$ cat src/verilog/bpi_flash_pkg.sv
package bpi_flash_pkg;

	typedef logic [15:0] word_t;
	typedef logic [22:0] flash_addr_t;	// Word address
	typedef logic [6:0]  base_addr_t;	// Upper address bits from Load_Address
	typedef logic [7:0]  sr_t;		// PROM status register

	// Bank and block masks
	localparam flash_addr_t BANK_MASK        = 23'h780000;
	localparam flash_addr_t PARAM_START      = 23'h7F0000;	// 16 KWord blocks from here up
	localparam flash_addr_t PARAM_BLOCK_MASK = 23'h7FC000;
	localparam flash_addr_t MAIN_BLOCK_MASK  = 23'h7F0000;

	// Status register
	localparam int  SR_READY_BIT   = 7;
	localparam sr_t ERASE_ERR_MASK = 8'h2A;
	localparam sr_t PROG_ERR_MASK  = 8'h1A;

	// FIFO sizes
	localparam int CMD_DEPTH = 16;
	localparam int RBK_DEPTH = 8;

	typedef logic [$clog2(CMD_DEPTH)-1:0] cmd_ptr_t;
	typedef logic [$clog2(CMD_DEPTH):0]   cmd_cnt_t;
	typedef logic [$clog2(RBK_DEPTH)-1:0] rbk_ptr_t;
	typedef logic [$clog2(RBK_DEPTH):0]   rbk_cnt_t;

endpackage

$ cat src/verilog/bpi_cmd_pkg.sv
package bpi_cmd_pkg;

	//////////////////////////////////////////////////
	// Command word layout
	//////////////////////////////////////////////////

	localparam int CMD_W = 5;	// Code in bits 4:0
	localparam int ARG_W = 11;	// Argument in bits 15:5

	// Host command codes
	typedef enum logic [CMD_W-1:0] {
		CMD_NOOP           = 5'h00,
		CMD_READ_1         = 5'h02,
		CMD_READ_N         = 5'h04,
		CMD_READ_ARRAY     = 5'h05,
		CMD_READ_STATUS    = 5'h06,
		CMD_CLR_STATUS_REG = 5'h09,
		CMD_BLOCK_ERASE    = 5'h0A,
		CMD_PROGRAM        = 5'h0B,
		CMD_LOAD_ADDRESS   = 5'h17,	// Local, consumed by the parser
		CMD_CLR_BPI_STATUS = 5'h1C	// Local, clears sticky bits
	} cmd_code_t;

	// n-1 for Read_n, base address for Load_Address
	typedef logic [ARG_W-1:0] cmd_arg_t;

	//////////////////////////////////////////////////
	// Flash opcodes
	//////////////////////////////////////////////////

	typedef logic [15:0] opcode_t;

	localparam opcode_t OPC_READ_ARRAY = 16'h00FF;
	localparam opcode_t OPC_READ_SR    = 16'h0070;
	localparam opcode_t OPC_CLR_SR     = 16'h0050;
	localparam opcode_t OPC_ERASE      = 16'h0020;
	localparam opcode_t OPC_CONFIRM    = 16'h00D0;	// Second cycle of erase
	localparam opcode_t OPC_PROGRAM    = 16'h0040;

	// Bus operation toward the low level interface
	typedef logic [1:0] bus_op_t;

	localparam bus_op_t OP_READ  = 2'b10;
	localparam bus_op_t OP_WRITE = 2'b01;

endpackage
$ cat src/verilog/bpi_ctrl_top.sv
`timescale 1ns/100ps

module bpi_ctrl_top (
	input  logic                       CLK,
	input  logic                       local_rst,
	// Host command port
	input  logic                       cmd_we,
	input  bpi_flash_pkg::word_t       cmd_data,
	output logic                       cmd_credit,
	// Host readback port
	output logic                       rbk_valid,
	output bpi_flash_pkg::word_t       rbk_data,
	input  logic                       rbk_credit,
	// Low level flash bus
	input  logic                       bpi_busy,
	input  bpi_flash_pkg::word_t       bpi_data_from,
	input  logic                       bpi_load_data,
	output logic                       bpi_execute,
	output bpi_cmd_pkg::bus_op_t       bpi_op,
	output bpi_flash_pkg::flash_addr_t bpi_addr,
	output bpi_flash_pkg::word_t       bpi_data_to,
	output bpi_flash_pkg::word_t       bpi_status,
	output logic                       bpi_active
);

	import bpi_cmd_pkg::*;
	import bpi_flash_pkg::*;

	word_t       fifo_data;
	logic        fifo_empty;
	logic        fifo_pop;
	logic        cmd_overflow;
	logic        op_valid;
	cmd_code_t   op_cmd;
	flash_addr_t op_addr;
	word_t       op_data;
	cmd_arg_t    op_count;
	logic        op_done;
	logic        addr_step;
	logic        clr_status;
	logic        rbk_push;
	word_t       rbk_wdata;
	logic        rbk_full;

	bpi_cmd_fifo u_bpi_cmd_fifo (
		.CLK(CLK), .local_rst(local_rst),
		.cmd_we(cmd_we), .cmd_data(cmd_data), .fifo_pop(fifo_pop),
		.fifo_data(fifo_data), .fifo_empty(fifo_empty),
		.cmd_credit(cmd_credit), .cmd_overflow(cmd_overflow)
	);

	bpi_cmd_parser u_bpi_cmd_parser (
		.CLK(CLK), .local_rst(local_rst),
		.fifo_data(fifo_data), .fifo_empty(fifo_empty),
		.op_done(op_done), .addr_step(addr_step), .fifo_pop(fifo_pop),
		.op_valid(op_valid), .op_cmd(op_cmd), .op_addr(op_addr),
		.op_data(op_data), .op_count(op_count),
		.clr_status(clr_status), .bpi_active(bpi_active)
	);

	bpi_cycle_gen u_bpi_cycle_gen (
		.CLK(CLK), .local_rst(local_rst),
		.op_valid(op_valid), .op_cmd(op_cmd), .op_addr(op_addr),
		.op_data(op_data), .op_count(op_count),
		.clr_status(clr_status), .cmd_overflow(cmd_overflow),
		.bpi_busy(bpi_busy), .bpi_load_data(bpi_load_data),
		.bpi_data_from(bpi_data_from), .rbk_full(rbk_full),
		.op_done(op_done), .addr_step(addr_step), .bpi_execute(bpi_execute),
		.bpi_op(bpi_op), .bpi_addr(bpi_addr), .bpi_data_to(bpi_data_to),
		.rbk_push(rbk_push), .rbk_wdata(rbk_wdata), .bpi_status(bpi_status)
	);

	bpi_rbk_out u_bpi_rbk_out (
		.CLK(CLK), .local_rst(local_rst),
		.rbk_push(rbk_push), .rbk_wdata(rbk_wdata), .rbk_credit(rbk_credit),
		.rbk_full(rbk_full), .rbk_valid(rbk_valid), .rbk_data(rbk_data)
	);

endmodule

$ cat src/verilog/bpi_rbk_out.sv
`timescale 1ns/100ps

module bpi_rbk_out (
	input  logic                 CLK,
	input  logic                 local_rst,
	input  logic                 rbk_push,
	input  bpi_flash_pkg::word_t rbk_wdata,
	input  logic                 rbk_credit,
	output logic                 rbk_full,
	output logic                 rbk_valid,
	output bpi_flash_pkg::word_t rbk_data
);

	import bpi_flash_pkg::*;

	word_t    mem [RBK_DEPTH];
	rbk_ptr_t wr_ptr;
	rbk_ptr_t rd_ptr;
	rbk_cnt_t count;
	rbk_cnt_t credits;	// Words the host can still take
	logic     push_ok;
	logic     send;

	assign rbk_full  = (count == rbk_cnt_t'(RBK_DEPTH));
	assign push_ok   = rbk_push && !rbk_full;
	assign send      = (count != '0) && (credits != '0);
	assign rbk_valid = send;
	assign rbk_data  = mem[rd_ptr];

	always_ff @(posedge CLK)
	begin
		if (push_ok)
			mem[wr_ptr] <= rbk_wdata;
	end

	//////////////////////////////////////////////////
	// Pointers, fill level and host credits
	//////////////////////////////////////////////////

	always_ff @(posedge CLK or posedge local_rst)
	begin
		if (local_rst)
		begin
			wr_ptr  <= '0;
			rd_ptr  <= '0;
			count   <= '0;
			credits <= rbk_cnt_t'(RBK_DEPTH);	// Host starts with a full buffer
		end
		else
		begin
			if (push_ok)
				wr_ptr <= wr_ptr + 1'b1;
			if (send)
				rd_ptr <= rd_ptr + 1'b1;
			case ({push_ok, send})
				2'b10:   count <= count + 1'b1;
				2'b01:   count <= count - 1'b1;
				default: count <= count;
			endcase
			case ({rbk_credit, send})
				2'b10:   credits <= credits + 1'b1;
				2'b01:   credits <= credits - 1'b1;
				default: credits <= credits;
			endcase
		end
	end

endmodule

$ cat src/verilog/bpi_cycle_gen.sv
`timescale 1ns/100ps

module bpi_cycle_gen (
	input  logic                       CLK,
	input  logic                       local_rst,
	input  logic                       op_valid,
	input  bpi_cmd_pkg::cmd_code_t     op_cmd,
	input  bpi_flash_pkg::flash_addr_t op_addr,
	input  bpi_flash_pkg::word_t       op_data,
	input  bpi_cmd_pkg::cmd_arg_t      op_count,
	input  logic                       clr_status,
	input  logic                       cmd_overflow,
	input  logic                       bpi_busy,
	input  logic                       bpi_load_data,
	input  bpi_flash_pkg::word_t       bpi_data_from,
	input  logic                       rbk_full,
	output logic                       op_done,
	output logic                       addr_step,
	output logic                       bpi_execute,
	output bpi_cmd_pkg::bus_op_t       bpi_op,
	output bpi_flash_pkg::flash_addr_t bpi_addr,
	output bpi_flash_pkg::word_t       bpi_data_to,
	output logic                       rbk_push,
	output bpi_flash_pkg::word_t       rbk_wdata,
	output bpi_flash_pkg::word_t       bpi_status
);

	import bpi_cmd_pkg::*;
	import bpi_flash_pkg::*;

	typedef enum logic [2:0] {
		G_IDLE,
		G_ISSUE,	// Wait for a free bus, then execute
		G_WAIT_HI,	// Wait for busy to rise
		G_WAIT_LO,	// Wait for the end of the cycle
		G_DONE
	} gen_state_t;

	gen_state_t  state;
	logic [1:0]  cyc;	// 0 and 1 command cycles, 2 status poll
	cmd_arg_t    rd_idx;
	sr_t         sr_reg;
	logic        pe_err;
	logic        ovf_err;
	flash_addr_t bank_addr;
	flash_addr_t block_addr;
	logic        rd_array;	// Read that goes to the readback FIFO
	logic        rd_sr;	// Read that captures the status register
	logic        in_cycle;
	logic        cyc_end;
	logic        ready;
	logic        op_failed;

	assign bank_addr  = op_addr & BANK_MASK;
	assign block_addr = (op_addr >= PARAM_START) ? (op_addr & PARAM_BLOCK_MASK)
	                                             : (op_addr & MAIN_BLOCK_MASK);

	//////////////////////////////////////////////////
	// Bus cycle for the current command and step
	//////////////////////////////////////////////////

	always_comb
	begin
		bpi_op      = OP_WRITE;
		bpi_addr    = bank_addr;
		bpi_data_to = '0;
		rd_array    = 1'b0;
		rd_sr       = 1'b0;
		case (op_cmd)
			CMD_READ_ARRAY:
				bpi_data_to = OPC_READ_ARRAY;
			CMD_CLR_STATUS_REG:
				bpi_data_to = OPC_CLR_SR;
			CMD_READ_STATUS:
				if (cyc == 2'd0)
					bpi_data_to = OPC_READ_SR;
				else
				begin
					bpi_op = OP_READ;
					rd_sr  = 1'b1;
				end
			CMD_BLOCK_ERASE, CMD_PROGRAM:
				if (cyc == 2'd2)
				begin
					bpi_op = OP_READ;	// Status poll at the bank
					rd_sr  = 1'b1;
				end
				else if (op_cmd == CMD_BLOCK_ERASE)
				begin
					bpi_addr    = block_addr;
					bpi_data_to = (cyc == 2'd0) ? OPC_ERASE : OPC_CONFIRM;
				end
				else
				begin
					bpi_addr    = op_addr;
					bpi_data_to = (cyc == 2'd0) ? OPC_PROGRAM : op_data;
				end
			CMD_READ_1, CMD_READ_N:
			begin
				bpi_op   = OP_READ;
				bpi_addr = op_addr + flash_addr_t'(rd_idx);
				rd_array = 1'b1;
			end
			default: ;
		endcase
	end

	assign bpi_execute = (state == G_ISSUE) && !bpi_busy && !(rd_array && rbk_full);
	assign in_cycle    = (state == G_WAIT_HI) || (state == G_WAIT_LO);
	assign cyc_end     = (state == G_WAIT_LO) && !bpi_busy;
	assign rbk_push    = in_cycle && bpi_load_data && rd_array;
	assign rbk_wdata   = bpi_data_from;
	assign addr_step   = cyc_end && (rd_array || ((op_cmd == CMD_PROGRAM) && (cyc == 2'd1)));
	assign op_done     = (state == G_DONE);
	assign ready       = sr_reg[SR_READY_BIT];
	assign op_failed   = (op_cmd == CMD_BLOCK_ERASE) ? |(sr_reg & ERASE_ERR_MASK)
	                                                 : |(sr_reg & PROG_ERR_MASK);
	assign bpi_status  = {6'b000000, ovf_err, pe_err, sr_reg};

	always_ff @(posedge CLK or posedge local_rst)
	begin
		if (local_rst)
		begin
			state   <= G_IDLE;
			cyc     <= 2'd0;
			rd_idx  <= '0;
			sr_reg  <= '0;
			pe_err  <= 1'b0;
			ovf_err <= 1'b0;
		end
		else
		begin
			if (in_cycle && bpi_load_data && rd_sr)
				sr_reg <= bpi_data_from[7:0];
			ovf_err <= cmd_overflow || (ovf_err && !clr_status);
			if (clr_status)
				pe_err <= 1'b0;
			case (state)
				G_IDLE:
					if (op_valid)
					begin
						cyc    <= 2'd0;
						rd_idx <= '0;
						state  <= G_ISSUE;
					end
				G_ISSUE:
					if (bpi_execute)
						state <= G_WAIT_HI;
				G_WAIT_HI:
					if (bpi_busy)
						state <= G_WAIT_LO;
				G_WAIT_LO:
					if (cyc_end)
					begin
						state <= G_DONE;
						case (op_cmd)
							CMD_READ_N:
								if (rd_idx != op_count)
								begin
									rd_idx <= rd_idx + 1'b1;
									state  <= G_ISSUE;
								end
							CMD_READ_STATUS:
								if (cyc == 2'd0)
								begin
									cyc   <= 2'd1;
									state <= G_ISSUE;
								end
							CMD_BLOCK_ERASE, CMD_PROGRAM:
								if (cyc != 2'd2)
								begin
									cyc   <= cyc + 1'b1;
									state <= G_ISSUE;
								end
								else if (!ready)
									state <= G_ISSUE;	// Poll again
								else if (op_failed)
									pe_err <= 1'b1;
							default: ;
						endcase
					end
				G_DONE:
					state <= G_IDLE;
				default:
					state <= G_IDLE;
			endcase
		end
	end

endmodule

$ cat src/verilog/bpi_cmd_parser.sv
`timescale 1ns/100ps

module bpi_cmd_parser (
	input  logic                      CLK,
	input  logic                      local_rst,
	input  bpi_flash_pkg::word_t      fifo_data,
	input  logic                      fifo_empty,
	input  logic                      op_done,
	input  logic                      addr_step,
	output logic                      fifo_pop,
	output logic                      op_valid,
	output bpi_cmd_pkg::cmd_code_t    op_cmd,
	output bpi_flash_pkg::flash_addr_t op_addr,
	output bpi_flash_pkg::word_t      op_data,
	output bpi_cmd_pkg::cmd_arg_t     op_count,
	output logic                      clr_status,
	output logic                      bpi_active
);

	import bpi_cmd_pkg::*;
	import bpi_flash_pkg::*;

	typedef enum logic [1:0] {
		P_IDLE,
		P_DECODE,	// Command word held, waits for a free slot
		P_EXTRA		// Waits for the offset or program data
	} parse_state_t;

	parse_state_t state;
	cmd_code_t    cmd_reg;
	cmd_arg_t     arg_reg;
	base_addr_t   base_addr;
	word_t        offset;
	logic         pass_cmd;
	logic         decode_go;
	logic         extra_go;
	logic         issue;

	// Commands that go straight to the cycle generator
	always_comb
	begin
		case (cmd_reg)
			CMD_READ_1, CMD_READ_N, CMD_READ_ARRAY, CMD_READ_STATUS,
			CMD_CLR_STATUS_REG, CMD_BLOCK_ERASE:
				pass_cmd = 1'b1;
			default:
				pass_cmd = 1'b0;
		endcase
	end

	assign decode_go  = (state == P_DECODE) && !op_valid;	// Keep command order
	assign extra_go   = (state == P_EXTRA) && !fifo_empty;
	assign issue      = (decode_go && pass_cmd) || (extra_go && (cmd_reg == CMD_PROGRAM));
	assign fifo_pop   = ((state == P_IDLE) || (state == P_EXTRA)) && !fifo_empty;
	assign bpi_active = (state != P_IDLE) || op_valid;

	always_ff @(posedge CLK)
	begin
		if ((state == P_IDLE) && !fifo_empty)
		begin
			cmd_reg <= cmd_code_t'(fifo_data[CMD_W-1:0]);
			arg_reg <= fifo_data[CMD_W+ARG_W-1:CMD_W];
		end
		if (issue)
		begin
			op_cmd   <= cmd_reg;
			op_addr  <= {base_addr, offset};
			op_data  <= fifo_data;	// Only meaningful for Program
			op_count <= arg_reg;
		end
	end

	//////////////////////////////////////////////////
	// State machine and address pointer
	//////////////////////////////////////////////////

	always_ff @(posedge CLK or posedge local_rst)
	begin
		if (local_rst)
		begin
			state      <= P_IDLE;
			op_valid   <= 1'b0;
			clr_status <= 1'b0;
			base_addr  <= '0;
			offset     <= '0;
		end
		else
		begin
			clr_status <= decode_go && (cmd_reg == CMD_CLR_BPI_STATUS);
			if (op_done)
				op_valid <= 1'b0;
			else if (issue)
				op_valid <= 1'b1;
			if (extra_go && (cmd_reg == CMD_LOAD_ADDRESS))
			begin
				base_addr <= arg_reg[6:0];
				offset    <= fifo_data;
			end
			else if (addr_step)
				offset <= offset + 1'b1;
			case (state)
				P_IDLE:
					if (!fifo_empty)
						state <= P_DECODE;
				P_DECODE:
					if (decode_go)
					begin
						if ((cmd_reg == CMD_LOAD_ADDRESS) || (cmd_reg == CMD_PROGRAM))
							state <= P_EXTRA;
						else
							state <= P_IDLE;	// NoOp and unknown codes dropped here
					end
				P_EXTRA:
					if (extra_go)
						state <= P_IDLE;
				default:
					state <= P_IDLE;
			endcase
		end
	end

endmodule

$ cat src/verilog/bpi_cmd_fifo.sv
`timescale 1ns/100ps

module bpi_cmd_fifo (
	input  logic                 CLK,
	input  logic                 local_rst,
	input  logic                 cmd_we,
	input  bpi_flash_pkg::word_t cmd_data,
	input  logic                 fifo_pop,
	output bpi_flash_pkg::word_t fifo_data,
	output logic                 fifo_empty,
	output logic                 cmd_credit,
	output logic                 cmd_overflow
);

	import bpi_flash_pkg::*;

	word_t    mem [CMD_DEPTH];
	cmd_ptr_t wr_ptr;
	cmd_ptr_t rd_ptr;
	cmd_cnt_t count;
	logic     full;
	logic     wr_ok;
	logic     rd_ok;

	assign full       = (count == cmd_cnt_t'(CMD_DEPTH));
	assign fifo_empty = (count == '0);
	assign fifo_data  = mem[rd_ptr];	// Head word falls through
	assign wr_ok      = cmd_we && !full;
	assign rd_ok      = fifo_pop && !fifo_empty;

	always_ff @(posedge CLK)
	begin
		if (wr_ok)
			mem[wr_ptr] <= cmd_data;
	end

	always_ff @(posedge CLK or posedge local_rst)
	begin
		if (local_rst)
		begin
			wr_ptr       <= '0;
			rd_ptr       <= '0;
			count        <= '0;
			cmd_credit   <= 1'b0;
			cmd_overflow <= 1'b0;
		end
		else
		begin
			cmd_credit   <= rd_ok;		// One credit back per word taken
			cmd_overflow <= cmd_we && full;	// Write lost
			if (wr_ok)
				wr_ptr <= wr_ptr + 1'b1;
			if (rd_ok)
				rd_ptr <= rd_ptr + 1'b1;
			case ({wr_ok, rd_ok})
				2'b10:   count <= count + 1'b1;
				2'b01:   count <= count - 1'b1;
				default: count <= count;
			endcase
		end
	end

endmodule

$ cat config.mk
export PLATFORM = sky130hd
export DESIGN_NAME = bpi_ctrl_top
export DESIGN_NICKNAME = d
export VERILOG_FILES = /design/src/verilog/bpi_flash_pkg.sv /design/src/verilog/bpi_cmd_pkg.sv /design/src/verilog/bpi_ctrl_top.sv /design/src/verilog/bpi_rbk_out.sv /design/src/verilog/bpi_cycle_gen.sv /design/src/verilog/bpi_cmd_parser.sv /design/src/verilog/bpi_cmd_fifo.sv
export SDC_FILE = /design/constraint.sdc
export NUM_CORES = 1
export LEC_CHECK = 0
export BUFFER_PORTS_ARGS = -buffer_cell sky130_fd_sc_hd__buf_2
export CORE_MARGIN = 8
export CORE_UTILIZATION = 47
export CTS_BUF_LIST = sky130_fd_sc_hd__clkbuf_16
export DETAILED_ROUTE_END_ITERATION = 7
export HOLD_SLACK_MARGIN = 0.1
export SYNTH_ARGS = -nofsm -noshare
export SYNTH_HDL_FRONTEND = slang
export SYNTH_SLANG_ARGS = --single-unit
$ cat constraint.sdc
create_clock -name CLK -period 3.6 [get_ports CLK]
set_input_delay 0.36 -clock CLK [delete_from_list [all_inputs] [get_ports CLK]]
set_output_delay 0.36 -clock CLK [all_outputs]
set_load 0.005 [all_outputs]
After elaboration in Yosys (flattened, before gate mapping)
Memory sizes are Yosys's and may differ from the RTL's. Index checks and enable logic that the tools add are counted.

Flip-flop bits (word level): 153. RAM bits: 384. Output and inout bits: 77. Logic and storage cells: 211. Memories kept: 2.

Add/sub/neg operators: 14. $lt $le $gt $ge: 1. Eq/ne operators: 46. Multiplexer cells: 63. Reduce and logical (&&, ||, !) cells: 59.

Memory list: u_bpi_cmd_fifo.mem (depth 16, bits a word 16, read ports 1, clocked after memory_dff 0, wr ports 1, RTL line bpi_cmd_fifo.sv:17) `word_t mem [CMD_DEPTH];`; u_bpi_rbk_out.mem (depth 8, bits a word 16, read ports 1, clocked after memory_dff 0, wr ports 1, RTL line bpi_rbk_out.sv:16) `word_t mem [RBK_DEPTH];`.

Operators by type and width (count): $mux 16 (7); $pmux 16 s4 (1); $pmux 23 s2 (1); $mux 11 (4); $eq 5x3->1 const B (6); $eq 5x4->1 const B (6); $mux 3 (8); $add 23x11->23 (1); $ge 23x23->1 const B (1); $logic_and 1x1->1 (23); $pmux 11 s2 (1); $mux 2 (10); $mux 19 (1); $mux 1 (18); $add 16x1->16 const B (1); $add 4x1->4 const B (4); $pmux 4 s2 (2); $eq 5x5->1 const B (3); $ne 2x2->1 const B (7); $reduce_bool 2->1 (7); $pmux 2 s3 (2); $pmux 3 s4 (1); $add 11x1->11 const B (1); $ne 11x11->1 (1); 34 further kinds (66).

Longest topological paths before layout
Depth after elaboration: 8. Depth in mapped cells: 10. Gate-level depth less buffers: 10.

Hierarchy
From an unflattened synthesis, not the netlist that was laid out.

Cell total of the unflattened synthesis: 1436. Area total of the unflattened synthesis: 23176.0 um2.

By module, submodules not included: bpi_cmd_fifo (instances 1, cells an instance 556, area each 10867.9 um2); bpi_rbk_out (instances 1, cells an instance 278, area each 5846.9 um2); bpi_cmd_parser (instances 1, cells an instance 227, area each 3534.6 um2); bpi_cycle_gen (instances 1, cells an instance 375, area each 2926.6 um2).

Worst setup path after synthesis
OpenSTA, ideal clock, no wires.

Path type: flip-flop to flip-flop. Start: register u_bpi_cmd_parser.op_cmd[0]. End: memory u_bpi_rbk_out.mem[0][0] (netlist name) (enable). Arrival time: 2632 ps. Slack: 559 ps. Stages on the path, launching flop included: 6. Path buffers: 1. Clock period less this slack: 3041 ps. Cell sequence: edfxtp_1 clkbuf_1 nor4_1 nand4_1 or2_2 nor3_1.

Cells in the longest elaborated chain, start to end: 7. Elaborated cells between the ends (all ways): 8. Those cells by class: eq/ne: 2; mux: 3; reduce/logical: 3.

Ends and longest elaborated chain: start, declared (RTL line bpi_cmd_parser.sv:12) `output bpi_cmd_pkg::cmd_code_t op_cmd,`; start signal, assigned (RTL line bpi_cmd_parser.sv:66) `op_cmd <= cmd_reg;`; $eq 5x2->1 or $eq 5x3->1 (tied branches) (RTL line bpi_cycle_gen.sv:69) `case (op_cmd)`; $reduce_or 2->1 * (RTL line bpi_cycle_gen.sv:69); $mux 1 * (RTL line bpi_cycle_gen.sv:69); $logic_and 1x1->1 * (RTL line bpi_cycle_gen.sv:111) `assign rbk_push = in_cycle && bpi_load_data && rd_array;`; $logic_and 1x1->1 * (RTL line bpi_rbk_out.sv:25) `assign push_ok = rbk_push && !rbk_full;`; $mux 1 * (RTL line bpi_rbk_out.sv:32) `if (push_ok)`; $mux 1 (implied by the code) * (RTL line bpi_rbk_out.sv:33) `mem[wr_ptr] <= rbk_wdata;`; end, declared (RTL line bpi_rbk_out.sv:16).

Every way passes the cells marked *; elsewhere a longest branch is shown, timed or not.

Worst setup path in the final report
Start: register u_bpi_cycle_gen.rd_idx[4]. End: output port bpi_addr[21].

Cells in the longest elaborated chain, start to end: 2.

Ends and longest elaborated chain: start, declared (RTL line bpi_cycle_gen.sv:41) `cmd_arg_t rd_idx;`; start signal, assigned (RTL line bpi_cycle_gen.sv:160) `rd_idx <= rd_idx + 1'b1;`; $add 23x11->23 (RTL line bpi_cycle_gen.sv:101) `bpi_addr = op_addr + flash_addr_t'(rd_idx);`; $pmux 23 s2 (RTL line bpi_cycle_gen.sv:69); end, declared (RTL line bpi_ctrl_top.sv:20) `output bpi_flash_pkg::flash_addr_t bpi_addr,`.

Every way passes these cells.

==> impl_metrics.tcl <==
set metrics [dict create \
    outcome "finished, final reports clean" \
    peakVddDrop_mv 0.525 \
    tns_ps 0 \
    pre_cts_ws_ps 474 \
    synth_edf_count 455 \
    wl_mm 47.5 \
    clock_latency_ps 600 \
    yosys_warnings 0 \
    grt_pass1_wl_mm 72.6 \
    die_x_um 233 \
    grt_max_degree 47 \
    synth_area_mm2 0.0222 \
    synth_area_leaders "edfxtp_1 62%, mux4_2 11%, dfrtp_1 9.1%" \
    largest_register_ffs 256 \
    avgRoutedWirePerCell_um 22.6 \
    dp_hpwl_mm 30.1 \
    antenna_cells 0 \
    fin_ws_ps 168 \
    hold_end "u_bpi_cmd_fifo.mem[11][8]$_DFFE_PP_" \
    yosysUniqueCellTypes 65 \
    gp_congestion 0.806 \
    worstHoldStart "cmd_data[8]" \
    cts_sinks 537 \
    cp.required_ps 3240 \
    cp_max_fo 10 \
    ys.flop_type "edfxtp_1" \
    finalCritPeriodShare_pct 95.3 \
    relSlewSlack_pct 33.1 \
    crit_start "u_bpi_cycle_gen.rd_idx[4]$_DFFE_PP0P_" \
    antenna_found_initial 3 \
    leakagePower_nw 9.23 \
    final_cell_mix "455 x edfxtp_1, 112 x mux4_2, 108 x buf_2" \
    core_mm2 0.0466 \
    num_io_pins 115 \
    worstPathCellList "ha_1, nand3_1, nor3_1, o31a_1, a311oi_4, o21ai_4, nand4_1, mux2_1, buf_2" \
    grt_pass1_vias 12000 \
    dr.pass1.iters 5 \
    cpPeakStageDelay_ps 470 \
    synth_top_area_share_pct 61.5 \
    cts_buffers 55 \
    drt_iter0_drc 933 \
    placed_area_mm2 0.0238 \
    cts-htree-levels 2 \
    critPathArrivalTime_ps 3070 \
    top_regs "u_bpi_cmd_fifo.mem x256, u_bpi_rbk_out.mem x128, u_bpi_cmd_parser.op_addr x23" \
    cts_buffer_depth 3 \
    yosysSeqAreaShare_pct 70.8 \
    path_depth 9 \
    layout.nets 1528 \
    synthCells 1264 \
    cts_tree "built" \
    die_area_mm2 0.0545 \
    root_buffer "clkbuf_16" \
    drive_above_1_share_pct 27.3 \
    clkSlewWorstSetupHoldPaths_ps 60 \
    start_kind "flip-flop" \
    top_register "u_bpi_cmd_fifo.mem" \
    hold_viol_final 0 \
    maxCapViolations 0 \
    drc 0 \
    track_usage_pct 17.5 \
    holdPathStages 1 \
    synth.largest_area_cell "edfxtp_1" \
    clock.fmax_mhz 291 \
    critPathBufInv 1 \
    synth-seq-cells 537 \
    areaGrowthSynthToFinish_pct 16.3 \
    r2r_start "u_bpi_cmd_fifo.count[0]$_DFFE_PP0P_" \
    row_count 79 \
    period_needed_ps 3430 \
    powerDensity_mw_per_mm2 746 \
    end_kind "output port" \
    initial_core_util_pct 47.7 \
    design_area_mm2 0.0258 \
    cp_slowest_cell "dfrtp_1" \
    crit_family "compound AO/OA/AOI/OAI gates" \
    r2r-end "u_bpi_cmd_fifo.count[4]$_DFFE_PP0P_" \
    io_buffers 108 \
    finalMaxSlewViolations 0 \
    overflow 0 \
    async_flop_share_pct 15.3 \
    rr_worst_depth 10 \
    hp-class "input port to flip-flop" \
    regToRegSetupSlack_ps 670 \
    worst_pin_slew_ps 1000 \
    viasPerCell 5.60 \
    via_count 11700 \
    final_common_cell "edfxtp_1" \
    setup_viol 0 \
    final_antenna_net_count 0 \
    criticalPathCategory "flip-flop to output port" \
    power_mw 19.3 \
    synth.avg_cell_area_um2 17.6 \
    finClkSkew_ps 15.9 \
    die_h_um 233 \
]
[Yosys cell counts (all sizes together), types with 3 or more instances]
master,count
inv,24
nand2,78
xor2,45
mux2,37
o21ai,34
nand4,21
nor4,7
or3,4
a21oi,43
mux2i,3
mux4,112
nand2b,8
xnor2,23
fa,4
and2,11
nor2,65
a21o,11
buf,30
nor2b,9
dfrtp,81
clkbuf,27
nand3,17
a211oi,4
and3,13
nor3,21
ha,33
o21bai,3
edfxtp,455
nor4b,3
[power by group]
group          leakage (nW)  switching [mW]  internal [mW]
clock                 0.890            2.28           3.19
sequential             5.10           0.822           7.82
combinational          3.24            2.61           2.53
[per-stage QoR]
step           hold slack (ps)  utilization [%]  std cells
2_1_floorplan              400                -       1269
3_5_place_dp               405             51.2       1980
6_report                   135             55.5       2099
5_1_grt                    121             55.5       2099
3_3_place_gp               403             51.2       1980
4_1_cts                    102             55.3       2095
[worst register-to-register path: cells and delay by family (launching register included)]
family | cells | cell delay, ps
AOI/OAI and AO/OA | 2 | 330
xor gates and xnor gates | 2 | 290
adders and majority gates | 2 | 760
DFF | 1 | 450
and+or+nand+nor | 4 | 970
[cells by family after synthesis]
logic type	Yosys count	synth area share, %
muxes	152	13.4
adders and majority gates	37	2.22
xor gates and xnor gates	68	2.68
DFF	537	70.8
AOI/OAI and AO/OA	121	3.44
other	1	0.0169
and+or+nand+nor	267	5.88
buffers and inverters	81	1.61
[repair_timing]
item                                    CTS  global route
endpoints found under the setup margin    4             5
hold endpoints to repair                177             0
buffers inserted                          0             4
gates resized for setup                   5             5
hold buffers                             19             0
pin swaps                                 0             1
cloned                                    0             0
[per-layer routing]
| layer | global-route usage (%) | share of wire [%] |
|---|---|---|
| met5 | 0 | 0.072 |
| met4 | 4.28 | 1.9 |
| met3 | 3.36 | 5.5 |
| met2 | 28.1 | 48 |
| met1 | 24.6 | 45 |
[area by class of cell]
cell class              instances  area, um^2
clock buffers                  55        1380
clock inverters                41         355
fillers                      3639       20700
inverters                      24        91.3
multi-input cells             651        6250
flip-flops and latches        537       15700
well taps                     607         759
repair buffers                184        1270
[worst max-delay path by stage]
| stage | endpoint | slack, ps |
|---|---|---|
| finish | bpi_addr[21] | 170 |
| floorplan | u_bpi_rbk_out.mem[0][0]$_DFFE_PP_ | 560 |
| global route | bpi_addr[21] | -20 |
| detailed placement | bpi_addr[22] | 470 |
| CTS | bpi_addr[22] | 20 |
| global placement | bpi_addr[22] | 550 |
No activity file was read; power rests on OpenSTA's default activity.
